## src/mpa_params.svh

```systemverilog
// ------------------------------
// Shared widths, reset PC and instruction codes of the MIPS core
// Included by the package and by every RTL file that sizes from these
// ------------------------------
`ifndef MPA_PARAMS_SVH
`define MPA_PARAMS_SVH

// Datapath and instruction word width
`define MPA_DATA_W 32

// Word address widths of the two memories
`define MPA_IMEM_AW 8
`define MPA_DMEM_AW 8

// Register index width (32 registers)
`define MPA_REG_AW 5

// PC value after reset, in words
`define MPA_RESET_PC 0

// Primary opcodes, instr[31:26]
`define MPA_OP_SPECIAL 6'h00
`define MPA_OP_LUI 6'h0F
`define MPA_OP_LW 6'h23
`define MPA_OP_LBU 6'h24
`define MPA_OP_LHU 6'h25

// SPECIAL funct codes, instr[5:0]
`define MPA_FN_ADDU 6'h21
`define MPA_FN_SUBU 6'h23
`define MPA_FN_AND 6'h24
`define MPA_FN_OR 6'h25
`define MPA_FN_XOR 6'h26

`endif

```

## src/mpa_pkg.sv

```systemverilog
// ------------------------------
// Common types of the MIPS core
// Vector widths and select encodings shared across the module tree
// ------------------------------
`default_nettype none

`include "mpa_params.svh"

package mpa_pkg;

   // Register and memory word
   typedef logic [`MPA_DATA_W-1:0] data_t;

   // Instruction word as fetched
   typedef logic [`MPA_DATA_W-1:0] instr_t;

   // Instruction memory word address
   typedef logic [`MPA_IMEM_AW-1:0] pc_t;

   // Data memory word address
   typedef logic [`MPA_DMEM_AW-1:0] dmem_addr_t;

   // Register number
   typedef logic [`MPA_REG_AW-1:0] reg_idx_t;

   // ALU function select
   typedef enum logic [2:0] {
      ALU_ADD,
      ALU_SUB,
      ALU_AND,
      ALU_OR,
      ALU_XOR
   } alu_op_t;

   // Source of the register write-back word
   typedef enum logic [2:0] {
      WB_ALU,
      WB_LUI,
      WB_BYTE,
      WB_HALF,
      WB_WORD
   } wb_sel_t;

   // Store addressed by the debug port
   typedef enum logic [1:0] {
      DBG_NONE = 2'd0,
      DBG_IM   = 2'd1,
      DBG_DM   = 2'd2,
      DBG_MR   = 2'd3
   } debug_func_t;

endpackage

`default_nettype wire

```

## src/mpa_decoder.sv

```systemverilog
// ------------------------------
// Instruction decoder
// Turns opcode and funct into the datapath controls of one cycle
// ------------------------------
`default_nettype none

`include "mpa_params.svh"

module mpa_decoder (
   input  mpa_pkg::instr_t   instr,
   output logic              reg_we,
   output logic              dest_is_rd,
   output logic              op_imm,
   output mpa_pkg::alu_op_t  alu_op,
   output mpa_pkg::wb_sel_t  wb_sel
);

   logic [5:0] opcode;
   logic [5:0] funct;

   // R and I format fields
   assign opcode = instr[31:26];
   assign funct  = instr[5:0];

   always_comb begin
      // Anything unmatched retires with no write
      reg_we     = 1'b0;
      dest_is_rd = 1'b0;
      op_imm     = 1'b0;
      alu_op     = mpa_pkg::ALU_ADD;
      wb_sel     = mpa_pkg::WB_ALU;

      case (opcode)
         `MPA_OP_SPECIAL: begin
            // Register-register group writes rd
            reg_we     = 1'b1;
            dest_is_rd = 1'b1;
            case (funct)
               `MPA_FN_ADDU: alu_op = mpa_pkg::ALU_ADD;
               `MPA_FN_SUBU: alu_op = mpa_pkg::ALU_SUB;
               `MPA_FN_AND:  alu_op = mpa_pkg::ALU_AND;
               `MPA_FN_OR:   alu_op = mpa_pkg::ALU_OR;
               `MPA_FN_XOR:  alu_op = mpa_pkg::ALU_XOR;
               // Unsupported funct, incl. all-zero word
               default: begin
                  reg_we     = 1'b0;
                  dest_is_rd = 1'b0;
               end
            endcase
         end
         // Immediate into upper half of rt
         `MPA_OP_LUI: begin
            reg_we = 1'b1;
            wb_sel = mpa_pkg::WB_LUI;
         end
         // Loads use rs + offset as the word address
         `MPA_OP_LW: begin
            reg_we = 1'b1;
            op_imm = 1'b1;
            wb_sel = mpa_pkg::WB_WORD;
         end
         `MPA_OP_LBU: begin
            reg_we = 1'b1;
            op_imm = 1'b1;
            wb_sel = mpa_pkg::WB_BYTE;
         end
         `MPA_OP_LHU: begin
            reg_we = 1'b1;
            op_imm = 1'b1;
            wb_sel = mpa_pkg::WB_HALF;
         end
         default: begin
         end
      endcase
   end

endmodule

`default_nettype wire

```

## config.mk

```make
export PLATFORM = sky130hd
export DESIGN_NAME = mpa_decoder
export DESIGN_NICKNAME = d
export VERILOG_FILES = /design/src/mpa_pkg.sv /design/src/mpa_decoder.sv
export VERILOG_INCLUDE_DIRS = /design/src
export SDC_FILE = /design/constraint.sdc
export NUM_CORES = 1
export LEC_CHECK = 0
export BUFFER_PORTS_ARGS = -buffer_cell sky130_fd_sc_hd__buf_2
export CAP_MARGIN = 0
export CORE_AREA = 3 3 40 42
export DETAILED_ROUTE_END_ITERATION = 12
export DIE_AREA = 0 0 43 45
export GPL_TIMING_DRIVEN = 1
export PLACE_DENSITY = 0.64
export RECOVER_POWER = 100
export SYNTH_ARGS = -nofsm -noshare
export SYNTH_HDL_FRONTEND = slang
export SYNTH_SLANG_ARGS = --single-unit
```

## constraint.sdc

```tcl
create_clock -name vclk -period 1
set_input_delay 0.1 -clock vclk [all_inputs]
set_output_delay 0.1 -clock vclk [all_outputs]
set_load 0.02 [all_outputs]
```

Word level (Yosys, flattened, before mapping)
Cells that the tools add are included.

storage, ports and cells
  flip-flop bits (word level) = 0
  latch bits = 0
  RAM bits = 0
  memory bits (read-only) = 0
  output and inout port bits = 9
  word-level logic and storage cells = 20
  memories = 0

cells by class
  add/subtract/negate cells = 0
  multipliers = 0
  div/mod/pow operators = 0
  order comparisons = 0
  equality and inequality tests = 9
  shift-type cells = 0
  multiplexer cells = 7
  bitwise logic cells = 0
  reduce and logical (&&, ||, !) cells = 4

operators with widths
  cell                count
  $eq 6x6->1 const B  8
  $pmux 3 s4          2
  $eq 6x4->1 const B  1
  $logic_not 6->1     1
  $reduce_or 5->1     1
  $reduce_or 4->1     1
  $mux 1              3
  $mux 3              1
  $reduce_or 3->1     1
  $pmux 1 s2          1

Longest topological paths before layout
Gate-level depths: netlist of run 1.

  word-level depth = 4
  depth in mapped cells = 3
  gate-level depth less buffers = 3

Least setup slack after synthesis of run 1
Ideal clock, no wire load.

  path kind = input -> output
  from = input instr[30]
  to = output wb_sel[1]
  arrival time = 1.056 ns
  required time = 0.900 ns
  setup slack = -0.156 ns
  cell stages on the path = 2
  buffers on the path = 0
  cell sequence = or3b_1 -> nor3b_1

on the way
  longest elaborated chain between the ends = 2
  elaborated cells between the ends (all ways) = 5

ends and longest elaborated chain
  item                                             RTL line           source
  from (decl)                                      mpa_decoder.sv:10  input mpa_pkg::instr_t instr,
  $eq 6x6->1 / $eq 6x4->1 (equally long branches)  mpa_decoder.sv:33  case (opcode)
  $pmux 3 s4 *                                     mpa_decoder.sv:33
  to (decl)                                        mpa_decoder.sv:15  output mpa_pkg::wb_sel_t wb_sel

Every way passes the cells marked *; elsewhere a longest branch is shown, timed or not.

Final worst setup path of run 1
  from = input instr[3]
  to = output alu_op[1]

on the way
  longest elaborated chain between the ends = 3
  elaborated cells between the ends (all ways) = 6

ends and longest elaborated chain
  item          RTL line           source
  $eq 6x6->1    mpa_decoder.sv:38  case (funct)
  $pmux 3 s4 *  mpa_decoder.sv:38
  $mux 3 *      mpa_decoder.sv:33
  to (decl)     mpa_decoder.sv:14  output mpa_pkg::alu_op_t alu_op,

Marks and branches as above.

==> results of run 1 <==
-- Yosys cell counts --
cell,number,share of area [%]
and2b_2,1,3.8
a22oi_1,1,3.3
nand2_1,4,6.6
o21ai_0,1,2.2
o21bai_4,1,8.2
nor4_4,1,9.3
nor3b_2,1,5.5
nand4b_4,1,10
and3b_1,1,3.8
nor3_2,2,8.7
nand3_1,2,4.4
inv_1,1,1.6
xor2_1,1,3.8
o211ai_2,1,5.5
nor3b_1,1,3.3
or3b_1,2,7.7
nor2b_1,1,2.7
nor2_1,3,4.9
nor3_1,2,4.4
-- area by class of cell --
type | count | area [sq um]
fillers | 139 | 793.3
inverters | 1 | 3.754
multi-input cells | 27 | 259.0
well taps | 15 | 18.77
repair buffers | 25 | 210.2
-- per-stage QoR --
stage | hold WS [ns] | setup slack [ns]
2_1_floorplan | 0.2349 | -0.02614
3_3_place_gp | 0.5221 | -0.2251
3_5_place_dp | 0.5236 | -0.2553
4_1_cts | 0.4814 | -0.1798
5_1_grt | 0.5002 | -0.2136
6_report | 0.4796 | -0.1639
-- report_power, final --
part | switching (mW) | total [mW] | leakage [nW] | internal, mW
clock | 0 | 0 | 0 | 0
sequential | 0 | 0 | 0 | 0
combinational | 0.0661 | 0.139 | 0.256 | 0.0725
total | 0.0661 | 0.139 | 0.256 | 0.0725
-- path summary, 6_finish.rpt --
check	cells past startpoint	endpoint	from
worst min-delay path	3	wb_sel[0]	instr[30]
worst max-delay path	5	alu_op[1]	instr[3]
-- metal layers --
metal | routed length [um] | vias up | part of all wire [%] | global-route usage [%]
met3 | 80 | 0 | 11 | 0.3984
met2 | 355 | 15 | 50 | 14.07
li1 | - | 155 | - | -
met4 | 0 | 0 | 0 | 0
met5 | 0 | - | 0 | 0
met1 | 277 | 131 | 39 | 10.98
-- cells by family after synthesis --
logic type / synth area share [%]
compound gates: 19.12
xor+xnor: 3.826
buf+inv: 1.638
simple gates: 75.41
-- what timing repair did --
action / 4_1_cts / 5_1_grt
setup endpoints to repair: 8 / 9
gates resized for setup: 20 / 7
buffers inserted: 0 / 0
pin swaps: 7 / 2
==> results.md, run 1 <==
- The total routed wirelength is 713 um.
- The cell repeated most along the worst path is buf_6.
- The weighted congestion at the end of routability-driven global placement is roughly 0.6.
- The number of antenna diodes in the final layout is 0.
- The number of non-filler instances in the completed layout is 68.
- The post-layout total power is 0.1385 mW.
- The run finished, with violations left.
- The aggregate global routing overflow is 0.
- For this configuration, the core starts out at a cell density of 17.82%.
- The synthesized area per cell is roughly 8 sq um.
- 41 I/O pins were placed.
- Using the TritonRoute via totals, the vias-per-cell ratio works out to 4.426.
- Traced cell by cell, the critical path runs through buf_6 > nor4_4 > nand4b_4 > nor3b_4 > buf_6.
- With fillers left out, the area of the finished cells amounts to a little under 500 sq um.
- STA classifies the critical path endpoint as an output port.
- For this design, the slowest cell found on the critical path is nor4_4.
- Along the worst path, the maximum fanout reaches 5.
- The synthesized netlist occupies a cell area of about 230 sq um.
- The cell family contributing the most delay on the critical path is simple AND/OR/NAND/NOR gates.
- The share of the yosys chip area belonging to registers is 0%.
- The number of nets in the synthesized netlist is 60.
- The worst path arrival time is between 1 and 1.5 ns.
- The DRC violation total after the first TritonRoute iteration is 1.
- After detailed routing, the average wire length per cell comes to roughly 10 um.
- The post-route core utilization is a little under two fifths.
- The critical path data required time is 0.90 ns.
- The count of port buffers added during placement is 21.
- Buffers inserted to repair hold after CTS numbered 0.
- In this run the tightest slew margin relative to its limit is between 80% and 90%.
- The number of buffer and inverter instances along the worst setup path is 2.
- The via count of the routed design is around 300.
- The setup slack of the critical path after layout is -0.1639 ns.
- The first global-routing pass estimated approximately 1200 um of wire.
- The number of maximum-capacitance constraint violations is 0.
- After layout, the worst path uses 116.4% of the clock period.
- The pin count of the biggest net entering global routing is 6.
- The number of global-route vias before repair is around 280.
- The count of antenna-violating nets left after detailed routing is 0.
- The number of cell rows is 13.
- The number of cells produced by synthesis is 28.
- The achievable clock frequency is between 0.8 and 0.9 GHz.
- The initial antenna violation count is 0.
- The combined global-route utilization of all metal layers is approximately 8%.
- The post-detailed-placement cell area is roughly 410 sq um.
- The floorplan die height is ~45 um.
- VDD sags by at most between 0.0001 and 0.00015 V.
- Setup repair after global routing could not meet its margin everywhere.
- At the pin with the least slew margin, the transition time is 0.2892 ns.
- The worst setup path is of the in2out kind.
- After the last flow step, the layout net total stands at 87.
- The post-route netlist has between 70 and 80% of its cells at a drive strength greater than 1.
- The setup-violating endpoint count in the final report is 8.
- The first-pass iteration count of the detailed router is 2.
- The layout clock buffer count is 0.
- The min-delay analysis places its worst path in the category in2out.
- The sort of element at the start of the critical path is an input port.
- After detailed routing, the number of remaining DRC violations is 0.
- In the final timing run, aggregate negative setup slack is -0.7926 ns.
- The count of sequential standard cells is 0.
- In the layout the commonest cells are 10 x buf_6, 9 x buf_2, 5 x buf_4.
- The checks that failed: setup timing.
- The largest single stage delay on the critical path is about 0.31 ns.
- The worst path in the final design needs a cycle of about 1.2 ns, including I/O delays and setup.
- The die is approximately 43 um wide.
- The number of distinct standard cells referenced by the synthesized netlist is 19.
- The most common cell after layout, fill and taps aside is buf_6.
- The floorplan step defined a core boundary enclosing 1285 sq um.
- The area of the die is 1935 sq um.
- The number of hold violations in the final report came to 0.
- The storage element area is 0 sq um.
- During synthesis, Yosys emitted a total of 0 warnings.
- In this run, placement finished with an instance count of around 70.
- Summed over all nets, the half-perimeter wirelength after detailed placement is roughly 580 um.
- The leakage power of the design is approximately 0.26 nW.
- The count of final max-slew check failures is 0.
- The signed area change from the synthesized netlist to the final layout is 114.8%.
- The power density over the cells is about 280 nW/um^2.
No activity file was read; power rests on OpenSTA's default activity.
==> inputs of run 2 (changes only) <==
--- a/config.mk
+++ b/config.mk
@@ -6,6 +6,7 @@
 export SDC_FILE = /design/constraint.sdc
 export NUM_CORES = 1
 export LEC_CHECK = 0
+export ABC_CLOCK_PERIOD_IN_PS = 1000
 export BUFFER_PORTS_ARGS = -buffer_cell sky130_fd_sc_hd__buf_2
 export CAP_MARGIN = 0
 export CORE_AREA = 3 3 40 42
@@ -17,3 +18,4 @@
 export SYNTH_ARGS = -nofsm -noshare
 export SYNTH_HDL_FRONTEND = slang
 export SYNTH_SLANG_ARGS = --single-unit
+export TNS_END_PERCENT = 10
==> results.md, run 2 (synthesized netlist as in run 1, its figures left out) <==
- On the critical path the largest part of the delay comes from simple AND/OR/NAND/NOR gates.
- The number of primary I/O pins is 41 (unchanged).
- The number of hold violations in the final report is 0 (unchanged).
- The leakage power of the design is 0.2254 nW (-12%).
- The via count of the routed design was 293 (-2.7%).
- The relative slew slack is 79.78% (-0.73 points).
- STA classifies the critical path endpoint as an output port.
- The combined area of the multi-input logic cells was 240.2 sq um (-7.2%).
- The number of non-filler instances in the completed layout was 66 (-2.9%).
- The number of global-route vias before repair is 275 (-1.4%).
- The global routing met1 resource utilization was 10.00% (-0.98 points).
- The ratio of routed vias to standard cells is 4.439 (+0.29%).
- The power density over the cells is 285.7 nW/um^2 (+1.4%).
- The number of buffer and inverter instances along the worst setup path is 2 (unchanged).
- The hold buffer count at cts is 0 (unchanged).
- The time the worst path needs with I/O delays and setup is 1.150 ns (-0.01417 ns).
- The HPWL after detailed placement came to 603.2 um (+3.2%).
- The combined global-route utilization of all metal layers was 7.629% (-0.17 points).
- The achievable clock frequency came to 0.8697 GHz (+1.2%).
- The filler cell count in the final layout was 145 (+4.3%).
- The weighted congestion at the end of routability-driven global placement is 0.6856 (+12%).
- Setup repair after global routing could not meet its margin everywhere.
- The flow ran to the end, but the final reports show violations.
- The signed area change from the synthesized netlist to the final layout is 91.80%.
- The start point of the worst hold path is instr[30].
- The top fanout value on the critical path is 5 (unchanged).
- The worst vdd rail ir drop is 0.0001115 V (-21%).
- The start point of the critical path is instr[3].
- The checks that failed: setup timing.
- The final clock period utilization by the worst path is 115.0% (-1.4 points).
- The count of antenna-violating nets left after detailed routing is 0 (unchanged).
- The first-pass iteration count of the detailed router is 1 (-1).
- By instance count, the cell type seen most on the critical path is buf_6.
- The initial core utilization is 17.82% (unchanged).
- The initial antenna violation count is 0 (unchanged).
- The count of port buffers added during placement is 21 (unchanged).
- The worst setup path is launched from an input port.
- The pin count of the biggest net entering global routing is 8 (+2).
- The total routed wirelength came to 771 um (+8.1%).
- The setup slack of the critical path after layout is -0.1498 ns (+0.01417 ns).
- The type of the most critical hold path is in2out.
- The count of sequential standard cells came to 0 (unchanged).
- The met3 demand-to-capacity share in global routing was 0.3984% (unchanged).
- The area of the die is 1935 sq um (unchanged).
- met2 is the most crowded layer.
- Leaving out fill and tap cells, the most frequent cells in the layout are 9 x buf_2, 8 x buf_4, 5 x buf_6.
- The final routed DRC violation total is 0 (unchanged).
- The worst hold slack is 0.4935 ns (+0.01388 ns).
- The layout clock buffer count is 0 (unchanged).
- The library cell used most frequently in the layout, excluding fill and tap cells, is buf_2.
- The critical path's slowest cell is nor4_4.
- The post-route cell area is 439.2 sq um (-11%).
- The die extent in x is 43 um (unchanged).
- The final net count is 85 (-2.3%).
- The number of cells traversed by the worst hold path was 3 (unchanged).
- The setup-violating endpoint count in the final report came to 8 (unchanged).
- The post-CTS setup repair buffer count is 0 (unchanged).
- The critical path data required time is 0.90 ns (about the same).
- The storage element area came to 0 sq um (unchanged).
- The count of final max-slew check failures is 0 (unchanged).
- The worst path arrival time is 1.05 ns (about the same).
- The DRC violation total after the first TritonRoute iteration is 0 (-1).
- The per-cell routed wire length is 11.68 um (+11%).
- The global routing met2 resource utilization came to 14.67% (+0.60 points).
- The aggregate global routing overflow was 0 (unchanged).
- The critical path is of the in2out type.
- Walking the worst path, the cells encountered are buf_6 > nor4_4 > nand4b_4 > o211ai_2 > buf_6.
- The cell count after placement came to 66 (-2.9%).
- The floorplan die height is 45 um (unchanged).
- The post-detailed-placement cell area was 372.9 sq um (-8.0%).
- The delay of the slowest cell on the worst path was 0.33 ns (+0.02 ns).
- The total number of cells along the worst setup path is 5 (unchanged).
- The capture endpoint of the worst hold path is wb_sel[0].
- The number of cell rows is 13 (unchanged).
- The post-placement setup slack is -0.2587 ns (-0.003440 ns).
- The final antenna diode count is 0 (unchanged).
- The global-route wire length before repair is 1173 um (-5.6%).
- The number of maximum-capacitance constraint violations is 0 (unchanged).
- The fraction of final layout cells sized beyond drive strength 1 is 70.59% (-1.1 points).
- The area of the core was 1285 sq um (unchanged).
- The transition at the pin with the smallest max-transition slack is 0.3001 ns (+0.01091 ns).
[run 2: cell types whose count changed in the layout (fill, tap and decap cells not counted)]
| cell | previous run | this run |
|---|---|---|
| nor3b_2 | 1 | 2 |
| nor3_4 | 2 | 0 |
| nor3b_4 | 1 | 0 |
| nor3_2 | 1 | 3 |
| buf_6 | 10 | 5 |
| buf_4 | 5 | 8 |
[run 2: metrics by stage]
| stage | power (mW) | util [%] | TNS (ns) |
|---|---|---|---|
| after floorplan | 0.04362 | - | -0.1389 |
| after global placement | 0.1020 | 29.02 | -1.151 |
| after detailed placement | 0.1051 | 29.02 | -1.485 |
| after CTS | 0.1200 | 33.11 | -0.8632 |
| after global routing | 0.1365 | 34.18 | -1.318 |
| final | 0.1255 | 34.18 | -0.6954 |
[run 2: worst max path at each step]
stage,to,slack [ns]
finish,reg_we,-0.15
global route,alu_op[1],-0.25
CTS,alu_op[1],-0.17
detailed placement,alu_op[2],-0.26
global placement,reg_we,-0.21
floorplan,wb_sel[2],-0.09
[run 2: cell type report]
| cell class | count | area share, % |
|---|---|---|
| repair buffers | 23 | 40.17 |
| well taps | 15 | 4.274 |
| inverters | 1 | 0.8547 |
| multi-input cells | 27 | 54.70 |
[run 2: timing repair]
item / in CTS / in global routing
resized for setup: 17 / 5
pin swaps: 8 / 3
endpoints found under the setup margin: 8 / 9
[run 2: power by group]
part | leakage [nW] | total, mW | internal, mW | switching (mW)
sequential | 0 | 0 | 0 | 0
combinational | 0.225 | 0.125 | 0.0645 | 0.0609
clock | 0 | 0 | 0 | 0
[run 2: metal layers]
metal,part of all wire (%),vias up,routed length [um]
li1,-,152,-
met1,34,126,261
met2,57,15,439
met3,9.1,0,70
met4,0,0,0
met5,0,-,0
[run 2: worst min-delay path, stage by stage]
cell	delay (ns)
buf_6	0.09
nor3_1	0.05
buf_2	0.15
