`config.mk`:
```
export PLATFORM = sky130hd
export DESIGN_NAME = mpa_debug_port
export DESIGN_NICKNAME = d
export VERILOG_FILES = /design/src/mpa_pkg.sv /design/src/mpa_debug_port.sv
export VERILOG_INCLUDE_DIRS = /design/src
export SDC_FILE = /design/constraint.sdc
export NUM_CORES = 1
export LEC_CHECK = 0
export BUFFER_PORTS_ARGS = -buffer_cell sky130_fd_sc_hd__buf_2
export CAP_MARGIN = 20
export CELL_PAD_IN_SITES_DETAIL_PLACEMENT = 1
export CELL_PAD_IN_SITES_GLOBAL_PLACEMENT = 1
export CORE_MARGIN = 2
export CORE_UTILIZATION = 17
export DETAILED_ROUTE_END_ITERATION = 6
export PLACE_DENSITY_LB_ADDON = 0.25
export SYNTH_ARGS = -nofsm -noshare
export SYNTH_HDL_FRONTEND = slang
export SYNTH_SLANG_ARGS = --single-unit
```
`constraint.sdc`:
```
create_clock -name vclk -period 1.2
set_clock_uncertainty 0.1 [all_clocks]
set_input_delay 0.12 -clock vclk [all_inputs]
set_output_delay 0.12 -clock vclk [all_outputs]
set_load 0.01 [all_outputs]
```
`src/mpa_params.svh`:
```
// ------------------------------
// Shared widths, reset PC and instruction codes of the MIPS core
// Included by the package and by every RTL file that sizes from these
// ------------------------------
`ifndef MPA_PARAMS_SVH
`define MPA_PARAMS_SVH

// Datapath and instruction word width
`define MPA_DATA_W 32

// Word address widths of the two memories
`define MPA_IMEM_AW 8
`define MPA_DMEM_AW 8

// Register index width (32 registers)
`define MPA_REG_AW 5

// PC value after reset, in words
`define MPA_RESET_PC 0

// Primary opcodes, instr[31:26]
`define MPA_OP_SPECIAL 6'h00
`define MPA_OP_LUI 6'h0F
`define MPA_OP_LW 6'h23
`define MPA_OP_LBU 6'h24
`define MPA_OP_LHU 6'h25

// SPECIAL funct codes, instr[5:0]
`define MPA_FN_ADDU 6'h21
`define MPA_FN_SUBU 6'h23
`define MPA_FN_AND 6'h24
`define MPA_FN_OR 6'h25
`define MPA_FN_XOR 6'h26

`endif

```
`src/mpa_pkg.sv`:
```
// ------------------------------
// Common types of the MIPS core
// Vector widths and select encodings shared across the module tree
// ------------------------------
`default_nettype none

`include "mpa_params.svh"

package mpa_pkg;

   // Register and memory word
   typedef logic [`MPA_DATA_W-1:0] data_t;

   // Instruction word as fetched
   typedef logic [`MPA_DATA_W-1:0] instr_t;

   // Instruction memory word address
   typedef logic [`MPA_IMEM_AW-1:0] pc_t;

   // Data memory word address
   typedef logic [`MPA_DMEM_AW-1:0] dmem_addr_t;

   // Register number
   typedef logic [`MPA_REG_AW-1:0] reg_idx_t;

   // ALU function select
   typedef enum logic [2:0] {
      ALU_ADD,
      ALU_SUB,
      ALU_AND,
      ALU_OR,
      ALU_XOR
   } alu_op_t;

   // Source of the register write-back word
   typedef enum logic [2:0] {
      WB_ALU,
      WB_LUI,
      WB_BYTE,
      WB_HALF,
      WB_WORD
   } wb_sel_t;

   // Store addressed by the debug port
   typedef enum logic [1:0] {
      DBG_NONE = 2'd0,
      DBG_IM   = 2'd1,
      DBG_DM   = 2'd2,
      DBG_MR   = 2'd3
   } debug_func_t;

endpackage

`default_nettype wire

```
`src/mpa_debug_port.sv`:
```
// ------------------------------
// Back-door access decode
// Write strobes per store and the dout read-back select
// ------------------------------
`default_nettype none

module mpa_debug_port (
   input  wire                   mem_debug,
   input  mpa_pkg::debug_func_t  debug_func,
   input  wire                   debug_we,
   input  wire                   debug_re,
   input  mpa_pkg::data_t        im_rdata,
   input  mpa_pkg::data_t        dm_rdata,
   input  mpa_pkg::data_t        mr_rdata,
   output logic                  im_we,
   output logic                  dm_we,
   output logic                  mr_we,
   output mpa_pkg::data_t        dout
);

   logic wr_ok;
   logic rd_ok;

   // Access only while the core is held
   assign wr_ok = mem_debug & debug_we;
   assign rd_ok = mem_debug & debug_re;

   // One strobe per store
   assign im_we = wr_ok && (debug_func == mpa_pkg::DBG_IM);
   assign dm_we = wr_ok && (debug_func == mpa_pkg::DBG_DM);
   assign mr_we = wr_ok && (debug_func == mpa_pkg::DBG_MR);

   // Zero unless a read is requested
   always_comb begin
      dout = '0;
      if (rd_ok) begin
         case (debug_func)
            mpa_pkg::DBG_IM: dout = im_rdata;
            mpa_pkg::DBG_DM: dout = dm_rdata;
            mpa_pkg::DBG_MR: dout = mr_rdata;
            default:         dout = '0;
         endcase
      end
   end

endmodule

`default_nettype wire

```
* Yosys cells after proc, flatten, opt, wreduce, memory -nomap -nowiden
Index checks and enable logic that the tools add are counted.
** Operators by class
- Eq/ne operators :: 3
- Mux-type cells :: 2
- Bitwise logic cells :: 2
- Reduce and logical (&&, ||, !) cells :: 3
** Operator list (number)
- 32-bit one-hot mux with 3 select lines :: 1
- 32-bit two-way mux :: 1
- 2-bit equality test (second input constant) :: 2
- 1-bit logical AND :: 3
- 1-bit bitwise AND :: 2
- 2-bit by 1-bit equality test with 1-bit output (second input constant) :: 1
** Word-level totals
- Register bits after elaboration :: 0
- Bits of input ports :: 101
- Word-level logic and storage cells :: 10

* Depth between registers and ports, before layout
Gate-level depths: netlist (run 1).
- Depth in word-level cells :: 3
- Gate-level depth with buffers :: 5
- Depth with buffers taken out :: 2

* Least setup slack after synthesis (run 1)
OpenSTA, ideal clock, no wires.
- Path kind :: input -> output
- From :: input debug_func[1]
- To :: output dout[25]
- Arrival :: 0.999 ns
- Data required time :: 0.980 ns
- Slack :: -0.019 ns
- Stages :: 5
- Cell sequence :: buf_4 > buf_8 > buf_8 > mux2i_1 > a211oi_1
** Between the ends
- Longest elaborated chain between the ends :: 3
** RTL lines
- start, declared :: line mpa_debug_port.sv:9 : input mpa_pkg::debug_func_t debug_func,
- 2-bit equality test or 2-bit by 1-bit equality test with 1-bit output (tied branches) :: line mpa_debug_port.sv:37 : case (debug_func)
- 32-bit one-hot mux with 3 select lines * :: line mpa_debug_port.sv:37
- 32-bit two-way mux * :: line mpa_debug_port.sv:36 : if (rd_ok) begin
- end, declared :: line mpa_debug_port.sv:18 : output mpa_pkg::data_t dout
Mark *: on every way between the ends. The rest lies on a longest branch, timed or not.

* Worst setup path after layout (run 1)
- From :: input debug_func[1]
- To :: output dout[22]
Same word-level chain as after synthesis.

==> results of run 1 <==
-- cell families (layout without fill, tap and decap cells) --
group / after synthesis / in the layout / synth area share [%]
AO/OA/AOI/OAI: 65 / 65 / 46.84
buffers and inverters: 19 / 151 / 13.94
AND/OR/NAND/NOR: 5 / 5 / 2.441
multiplexers: 32 / 32 / 36.78
-- critical path, cell delays in order --
cell and delay, ps:
buf_12 120, o211ai_1 230, buf_4 220, buf_8 150
a211oi_1 50, buf_2 150
-- metrics by stage --
stage | total power, mW | utilization, % | hold WS, ps | std cells | TNS, ps
global placement | 0.5057 | 32.92 | 466.9 | 317 | -1255
floorplan | 0.2697 | - | 233.7 | 121 | 0
finish | 0.6107 | 37.81 | 477.3 | 323 | -1120
CTS | 0.6047 | 37.24 | 475.8 | 322 | -470.5
detailed placement | 0.5134 | 32.92 | 475.4 | 317 | -1605
global route | 0.6706 | 37.81 | 519.8 | 323 | -2610
-- what timing repair did --
action | CTS | global route
endpoints found under the setup margin | 32 | 32
setup buffers | 2 | 2
pin swaps | 2 | 2
gates resized for setup | 33 | 6
cloned | 3 | 0
-- worst max-delay path by stage --
stage	to	cells past startpoint	from	slack, ps
finish	dout[22]	6	debug_func[1]	-60
detailed placement	dout[18]	5	debug_func[1]	-100
CTS	dout[22]	6	debug_func[1]	-30
floorplan	dout[23]	5	debug_func[1]	10
global route	dout[22]	6	debug_func[1]	-110
global placement	dout[18]	5	debug_func[1]	-80
-- synth_stat cells (all sizes together) --
master and n:
a211oi 32, a21oi 32, mux2i 32, buf 14, clkbuf 4, nor2 2
inv 1, nand2 1, nand3 1, nor3 1, o211ai 1
-- cell type report --
type | count | area, um2
fill | 659 | 3115
tap | 70 | 87.58
inverter | 1 | 3.754
timing repair buffer | 150 | 908.4
multi-input combinational | 102 | 894.6
-- metal layers --
layer,GRT usage [%],wire length (um),vias to the layer above
met5,0,0,-
met3,1.984,485,0
met2,27.34,2249,71
met4,0.3899,0,0
met1,17.18,1770,663
li1,-,-,743
-- report_power, final --
part	internal, mW	switching, mW	leakage [nW]
Sequential	0	0	0
Clock	0	0	0
Combinational	0.319	0.291	1.01
==> reports/metrics.csv, run 1 <==
stage,metric,value,unit
sta,hold_violations,0,
placed_design,dpl.hpwl,3317,um
route,wire_per_inst,13.95,um
synthesis,synth_top_area_cell,mux2i_1,
cells_and_area,final_common_cell,buf_2,
sta,slew_headroom,84.67,%
global_route,grt_antenna_before_repair,0,
power_and_ir_drop,p_leak,1.012,nW
placed_design,gp_congestion,0.7334,
hold_path,min_to,dm_we,
critical_path,path_class,input pin to output pin,
global_route,grt-ovfl-total,0,
cells_and_area,regArea,0,um2
route,ant_nets,0,
run,max-cap-violations,0,
hold_path,hold_path_class,input pin to output pin,
placed_design,placed_area,1649,um2
clocking,ctsHoldBuffers,0,
cells_and_area,final_cell_mix,"buf_2 (134), mux2i_1 (32), a21oi_1 (32)",
cells_and_area,n_clock_buffer,0,
critical_path,critPathRequiredTime,980,ps
synthesis,synth.avg_cell_area,7.197,um2
synthesis,syn-num-nets,222,
critical_path,cp-start-kind,input pin,
power_and_ir_drop,p_per_area,322.4,nW/um2
cells_and_area,n_antenna_cell,0,
synthesis,netlist_area,870.8,um2
sta,timing.fmax,792.3,MHz
synthesis,ys_seq_area_share,0,%
critical_path,cp_max_fo,8,
synthesis,synth_cell_types,13,
sta,worst_pin_slew,228.9,ps
status,status,"finished, violations left",
synthesis,yosys.area.top_type_share,36.78,%
route,drc,0,
placed_design,port_buffers,136,
global_route,grt_use_total,14.07,%
placed_design,dp_slack,-99.52,ps
floorplan,core,5010,um2
global_route,grt_max_degree,49,
floorplan,die_h,75.57,um
floorplan,die_x,75.57,um
sta,finalWorstSetupSlack,-62.19,ps
synthesis,syn_inst,121,
route,route.vias.total,1477,
floorplan,ios,136,
synthesis,yosys-top-cells-area,"mux2i_1 (37%), a211oi_1 (28%), a21oi_1 (18%)",
cells_and_area,seq_cells,0,
floorplan,row_count,26,
sta,rsz0062_at_grt,true,
sta,period_share,105.2,%
floorplan,die_area,5711,um2
route,drtPass1Iterations,2,
synthesis,synth_warnings,0,
cells_and_area,drive_gt1_share,70.75,%
hold_path,hold_depth,4,
critical_path,worstPathArrival,1040,ps
route,initialDrtViolationCount,33,
status,violations,negative setup slack,
sta,finalMaxSlewViolations,0,
global_route,grt_pass1_wl,6527,um
cells_and_area,nets,356,
hold_path,hold_start,debug_we,
cells_and_area,synthToLayoutAreaGrowth,117.5,%
sta,setup_violations,24,
floorplan,start_util,17.38,%
cells_and_area,design_area,1894,um2
power_and_ir_drop,ir_drop,80.58,uV
global_route,grt_pass1_vias,1391,
route,drt_wl_total,4505,um
route,vias_per_cell,4.573,
critical_path,crit_path_end_kind,output pin,
sta,period_needed,1262,ps
No activity file was read; power rests on OpenSTA's default activity.
==> run 2: changes to the inputs <==
==> constraint.sdc (replaced) <==
create_clock -name vclk -period 1.2
set_clock_uncertainty 0.1 [all_clocks]
set_input_delay 0.12 -clock vclk [all_inputs]
set_output_delay 0.12 -clock vclk [all_outputs]
set_load 0.02 [all_outputs]
==> run 2 against run 1 <==
  * Worst hold slack better by 23 ps
  * Non-clock buffer count shrank 3
  * Clock-buffer cell count is the same
  * Critical path depth unchanged
  * The run still ends with negative setup slack left
  * Wire length shrank 2.8%
  * Global-route usage increased by 0.27 points
  * Highest routed layer unchanged
  * Sequential share of layout area stayed put
  * Utilization increased by 1.5 points
  * Sequential cell count did not move
==> reports/metrics.csv, run 2 (same netlist as run 1, synthesis figures left out) <==
stage,metric,value,unit,change
critical_path,crit_path_end_kind,output pin,,unchanged
global_route,grt_pass1_wl,6630,um,was 6527 um
status,violations,negative setup slack,,unchanged
cells_and_area,nets,353,,was 356
status,status,"finished, violations left",,unchanged
critical_path,cp_max_fo,15,,was 8
critical_path,worstPathArrival,1010,ps,was 1040 ps
floorplan,die_area,5711,um2,unchanged
route,initialDrtViolationCount,8,,was 33
cells_and_area,n_antenna_cell,0,,unchanged
route,drtPass1Iterations,4,,was 2
sta,period_share,102.1,%,was 105.2%
power_and_ir_drop,power.share.clock,0,%,about the same
critical_path,cp-start-kind,input pin,,unchanged
cells_and_area,design_area,1968,um2,was 1894 um2
sta,timing.fmax,815.9,MHz,was 792.3 MHz
cells_and_area,regArea,0,um2,unchanged
floorplan,die_x,75.57,um,unchanged
hold_path,min_to,dm_we,,unchanged
hold_path,hold_start,debug_we,,unchanged
global_route,grt_antenna_before_repair,0,,unchanged
critical_path,path_class,input pin to output pin,,unchanged
global_route,grt_use_total,14.34,%,was 14.07%
cells_and_area,final_common_cell,buf_2,,unchanged
sta,setup_violations,24,,unchanged
route,ant_nets,0,,unchanged
route,wire_per_inst,13.69,um,was 13.95 um
cells_and_area,filler_cell_count,645,,was 659
global_route,grt_pass1_vias,1494,,was 1391
route,drt_wl_total,4381,um,was 4505 um
critical_path,critPathRequiredTime,980,ps,about the same
route,route.vias.total,1486,,was 1477
floorplan,row_count,26,,unchanged
critical_path,path_cells,"buf_12, o211ai_1, buf_4, buf_12, a211oi_2, buf_4",,"was buf_12, o211ai_1, buf_4, buf_8, a211oi_1, buf_2"
clocking,ctsHoldBuffers,0,,unchanged
global_route,grt-ovfl-total,0,,unchanged
cells_and_area,drive_gt1_share,72.40,%,was 70.75%
critical_path,crit_slowest_cell,o211ai_1,,unchanged
power_and_ir_drop,netSwitchingFraction,49.40,%,was 47.69%
floorplan,core,5010,um2,unchanged
sta,finalMaxSlewViolations,0,,unchanged
critical_path,critPathTopFamily,buffers and inverters,,unchanged
critical_path,crit_start,debug_func[1],,unchanged
power_and_ir_drop,p_per_area,340.0,nW/um2,was 322.4 nW/um2
sta,hold_violations,0,,unchanged
placed_design,dp_slack,-79.59,ps,was -99.52 ps
sta,period_needed,1226,ps,was 1262 ps
floorplan,ios,136,,unchanged
cells_and_area,n_clock_buffer,0,,unchanged
hold_path,hold_depth,4,,unchanged
placed_design,placed_area,1762,um2,was 1649 um2
critical_path,slowest_delay,190,ps,was 230 ps
cells_and_area,seq_cells,0,,unchanged
power_and_ir_drop,p_switching,0.3306,mW,was 0.2913 mW
placed_design,dpl.hpwl,3364,um,was 3317 um
sta,rsz0062_at_grt,true,,unchanged
power_and_ir_drop,p_seq_share,0,%,about the same
power_and_ir_drop,p_int,0.3386,mW,was 0.3194 mW
sta,finalWorstSetupSlack,-25.67,ps,was -62.19 ps
power_and_ir_drop,ir_drop,114.2,uV,was 80.58 uV
power_and_ir_drop,p_leak,0.9998,nW,was 1.012 nW
global_route,grt_max_degree,37,,was 49
cells_and_area,synthToLayoutAreaGrowth,126.0,%,was 117.5%
cells_and_area,final_cell_mix,"buf_2 (104), buf_4 (33), a21oi_1 (32), a211oi_2 (32), mux2i_1 (31)",,"was buf_2 (134), mux2i_1 (32), a21oi_1 (32)"
route,vias_per_cell,4.644,,was 4.573
sta,worst_pin_slew,204.4,ps,was 228.9 ps
sta,slew_headroom,85.98,%,was 84.67%
placed_design,port_buffers,136,,unchanged
placed_design,gp_congestion,0.7223,,was 0.7334
critical_path,path_buf_inv,4,,unchanged
floorplan,die_h,75.57,um,unchanged
floorplan,start_util,17.38,%,unchanged
route,drc,0,,unchanged
hold_path,hold_path_class,input pin to output pin,,unchanged
power_and_ir_drop,power,0.6692,mW,was 0.6107 mW
power_and_ir_drop,pwr-share-comb,100.0,%,about the same
run,max-cap-violations,0,,unchanged
-- run 2: layer usage --
layer	global-route usage [%]	part of all wire, %	routed length [um]	up-vias
met3	2.513	10	436	0
li1	-	-	-	737
met1	15.84	37	1610	683
met2	29.76	53	2334	66
met4	0	0	0	0
met5	0	0	0	-
-- run 2: worst max path at each step --
stage | endpoint | slack (ps) | depth (start not counted)
after detailed placement | dout[9] | -80 | 5
final | dout[15] | -30 | 6
after CTS | dout[28] | -30 | 5
after global routing | dout[0] | -60 | 6
after floorplan | dout[9] | -140 | 5
after global placement | dout[20] | -50 | 5
-- run 2: per-stage QoR --
| step | util [%] | setup TNS, ps | cells | hold WS (ps) |
|---|---|---|---|---|
| 6_report | 39.29 | -387.8 | 320 | 500.5 |
| 5_1_grt | 39.29 | -1283 | 320 | 516.5 |
| 4_1_cts | 38.51 | -121.1 | 320 | 505.5 |
| 3_5_place_dp | 35.16 | -1617 | 317 | 505.5 |
| 3_3_place_gp | 35.16 | -1113 | 317 | 501.4 |
| 2_1_floorplan | - | -948.1 | 121 | 254.3 |
-- run 2: power by group through the flow --
stage	combinational [mW]	sequential [mW]	clock, mW
after floorplan	0.344	0	0
after global placement	0.589	0	0
after detailed placement	0.594	0	0
after CTS	0.663	0	0
after global routing	0.730	0	0
final	0.669	0	0
-- run 2: what timing repair did --
item / CTS / global route
cloned: 2 / 0
endpoints found under the hold margin: 0 / 0
setup endpoints to repair: 32 / 32
pin swaps: 1 / 1
buffers inserted: 1 / 0
resized for setup: 39 / 14
-- run 2: cell type report --
type | count | area, um2 | share of cell area (%)
multi-input combinational | 102 | 918.4 | 46.66
timing repair buffer | 147 | 958.4 | 48.70
inverter | 1 | 3.754 | 0.1907
tap | 70 | 87.58 | 4.450
==> run 3: changes to the inputs <==
--- a/config.mk
+++ b/config.mk
@@ -11,7 +11,7 @@
 export CELL_PAD_IN_SITES_DETAIL_PLACEMENT = 1
 export CELL_PAD_IN_SITES_GLOBAL_PLACEMENT = 1
 export CORE_MARGIN = 2
-export CORE_UTILIZATION = 17
+export CORE_UTILIZATION = 16
 export DETAILED_ROUTE_END_ITERATION = 6
 export PLACE_DENSITY_LB_ADDON = 0.25
 export SYNTH_ARGS = -nofsm -noshare
==> constraint.sdc (replaced) <==
create_clock -name vclk -period 1
set_clock_uncertainty 0.1 [all_clocks]
set_input_delay 0.1 -clock vclk [all_inputs]
set_output_delay 0.1 -clock vclk [all_outputs]
set_load 0.02 [all_outputs]
==> run 3 against run 2 <==
  * The flow still finishes with violations (negative setup slack)
  * Sequential share of layout area is the same
  * Global-route usage grew 0.74 points
  * Critical path depth shrank 1
  * First-iteration DRC count grew to 3.9 times the previous value
  * Combinational power grew 38%
  * Die area grew 5.9%
  * Utilization grew 3.5 points
  * Design area grew 13%
  * Wire length grew 15%
  * Sequential cell count is the same
  * Clock-buffer cell count is the same
  * Highest routed layer is now met4
==> reports/metrics.csv, run 3 (same netlist as run 1, synthesis figures left out) <==
stage,metric,value,unit,change
critical_path,path_cells,"buf_12, bufbuf_16, mux2i_2, a211oi_2, buf_4",,"was buf_12, o211ai_1, buf_4, buf_12, a211oi_2, buf_4"
route,initialDrtViolationCount,31,,was 8
floorplan,row_count,26,,unchanged
cells_and_area,seq_cells,0,,unchanged
floorplan,die_h,77.78,um,was 75.57 um
sta,hold_violations,0,,unchanged
run,max-cap-violations,0,,unchanged
global_route,grt_antenna_before_repair,0,,unchanged
cells_and_area,multi_input_area,965.9,um2,was 918.4 um2
cells_and_area,nets,367,,was 353
global_route,grt_use_total,15.09,%,was 14.34%
route,drc,0,,unchanged
sta,finalWorstSetupSlack,-192.9,ps,was -25.67 ps
status,status,"finished, violations left",,unchanged
floorplan,ios,136,,unchanged
sta,period_needed,1193,ps,
status,violations,negative setup slack,,unchanged
hold_path,hold_depth,4,,unchanged
critical_path,path_buf_inv,3,,was 4
cells_and_area,synthToLayoutAreaGrowth,154.3,%,was 126.0%
critical_path,cp_max_fo,18,,was 15
power_and_ir_drop,p_leak,1.105,nW,was 0.9998 nW
cells_and_area,drive_gt1_share,75.38,%,was 72.40%
critical_path,crit_path_end_kind,output pin,,unchanged
sta,period_share,119.3,%,
sta,rsz0062_at_grt,true,,unchanged
critical_path,slowest_delay,280,ps,was 190 ps
sta,hold_ws,490.5,ps,was 500.5 ps
sta,timing.fmax,838.3,MHz,
cells_and_area,final_common_cell,buf_2,,unchanged
global_route,grt_max_degree,20,,was 37
power_and_ir_drop,power.share.clock,0,%,about the same
cells_and_area,regArea,0,um2,unchanged
global_route,grt_pass1_wl,7679,um,was 6630 um
power_and_ir_drop,p_int,0.4836,mW,was 0.3386 mW
route,route.vias.total,1574,,was 1486
route,vias_per_cell,4.713,,was 4.644
power_and_ir_drop,ir_drop,157.3,uV,was 114.2 uV
clocking,ctsHoldBuffers,0,,unchanged
power_and_ir_drop,power,0.9222,mW,was 0.6692 mW
power_and_ir_drop,p_per_area,416.4,nW/um2,was 340.0 nW/um2
critical_path,crit_slowest_cell,bufbuf_16,,was o211ai_1
sta,slew_headroom,82.70,%,was 85.98%
cells_and_area,design_area,2215,um2,was 1968 um2
critical_path,critPathTopFamily,buffers and inverters,,unchanged
hold_path,hold_path_class,input pin to output pin,,unchanged
floorplan,start_util,16.84,%,was 17.38%
floorplan,die_area,6049,um2,was 5711 um2
route,wire_per_inst,15.13,um,was 13.69 um
placed_design,gp_congestion,0.7113,,was 0.7223
power_and_ir_drop,netSwitchingFraction,47.56,%,was 49.40%
cells_and_area,n_antenna_cell,0,,unchanged
placed_design,port_buffers,136,,unchanged
critical_path,cp-start-kind,input pin,,unchanged
critical_path,worstPathArrival,990,ps,was 1010 ps
cells_and_area,final_cell_mix,"buf_2 (101), buf_4 (38), a21oi_1 (32)",,"was buf_2 (104), buf_4 (33), a21oi_1 (32), a211oi_2 (32), mux2i_1 (31)"
sta,worst_pin_slew,252.3,ps,was 204.4 ps
global_route,grt_pass1_vias,1649,,was 1494
power_and_ir_drop,p_seq_share,0,%,about the same
critical_path,critPathRequiredTime,800,ps,was 980 ps
sta,setup_violations,32,,was 24
critical_path,path_depth,5,,was 6
route,drt_wl_total,5052,um,was 4381 um
placed_design,dpl.hpwl,3780,um,was 3364 um
cells_and_area,filler_cell_count,647,,was 645
power_and_ir_drop,p_switching,0.4386,mW,was 0.3306 mW
sta,finalMaxSlewViolations,0,,unchanged
placed_design,dp_slack,-291.1,ps,was -79.59 ps
critical_path,path_class,input pin to output pin,,unchanged
route,ant_nets,0,,unchanged
power_and_ir_drop,pwr-share-comb,100.0,%,about the same
global_route,grt-ovfl-total,0,,unchanged
floorplan,die_x,77.78,um,was 75.57 um
floorplan,core,5172,um2,was 5010 um2
cells_and_area,n_clock_buffer,0,,unchanged
route,drtPass1Iterations,3,,was 4
placed_design,placed_area,1861,um2,was 1762 um2
-- run 3: cell count changes in the layout (fill, tap and decap cells not counted), sizes merged --
cell,change
clkbuf,+1
bufbuf,+1
buf,+12
-- run 3: repair_timing --
item                       4_1_cts  5_1_grt
gates cloned                     3        1
setup endpoints to repair       35       35
gates resized for setup         51       17
pin swaps                        3        8
buffers inserted                 3        2
-- run 3: per-stage QoR --
step | utilization [%] | cells | setup TNS (ps)
3_3_place_gp | 35.97 | 325 | -8037
6_report | 42.82 | 334 | -5073
2_1_floorplan | - | 121 | -4649
3_5_place_dp | 35.97 | 325 | -8222
4_1_cts | 40.74 | 331 | -5384
5_1_grt | 42.82 | 334 | -7122
-- run 3: layout make-up --
class / count / area share [%]
Inverter: 1 / 0.1695
Multi-Input combinational cell: 102 / 43.62
Timing Repair Buffer: 161 / 52.26
Tap cell: 70 / 3.955
-- run 3: final timing paths --
check / end / slack [ps] / from
hold / removal: im_we / 490 / debug_we
setup / recovery: dout[26] / -190 / debug_func[1]
-- run 3: power groups by stage --
stage          combinational (mW)  clock (mW)  sequential, mW
2_1_floorplan               0.438           0               0
3_3_place_gp                0.752           0               0
3_5_place_dp                0.763           0               0
4_1_cts                     0.882           0               0
5_1_grt                     0.998           0               0
6_report                    0.922           0               0
-- run 3: metal layers --
metal	global-route usage, %	up-vias	wire length (um)
li1	-	771	-
met1	16.89	711	1909
met2	29.14	86	2541
met3	3.488	6	534
met4	2.143	0	67
met5	0	-	0
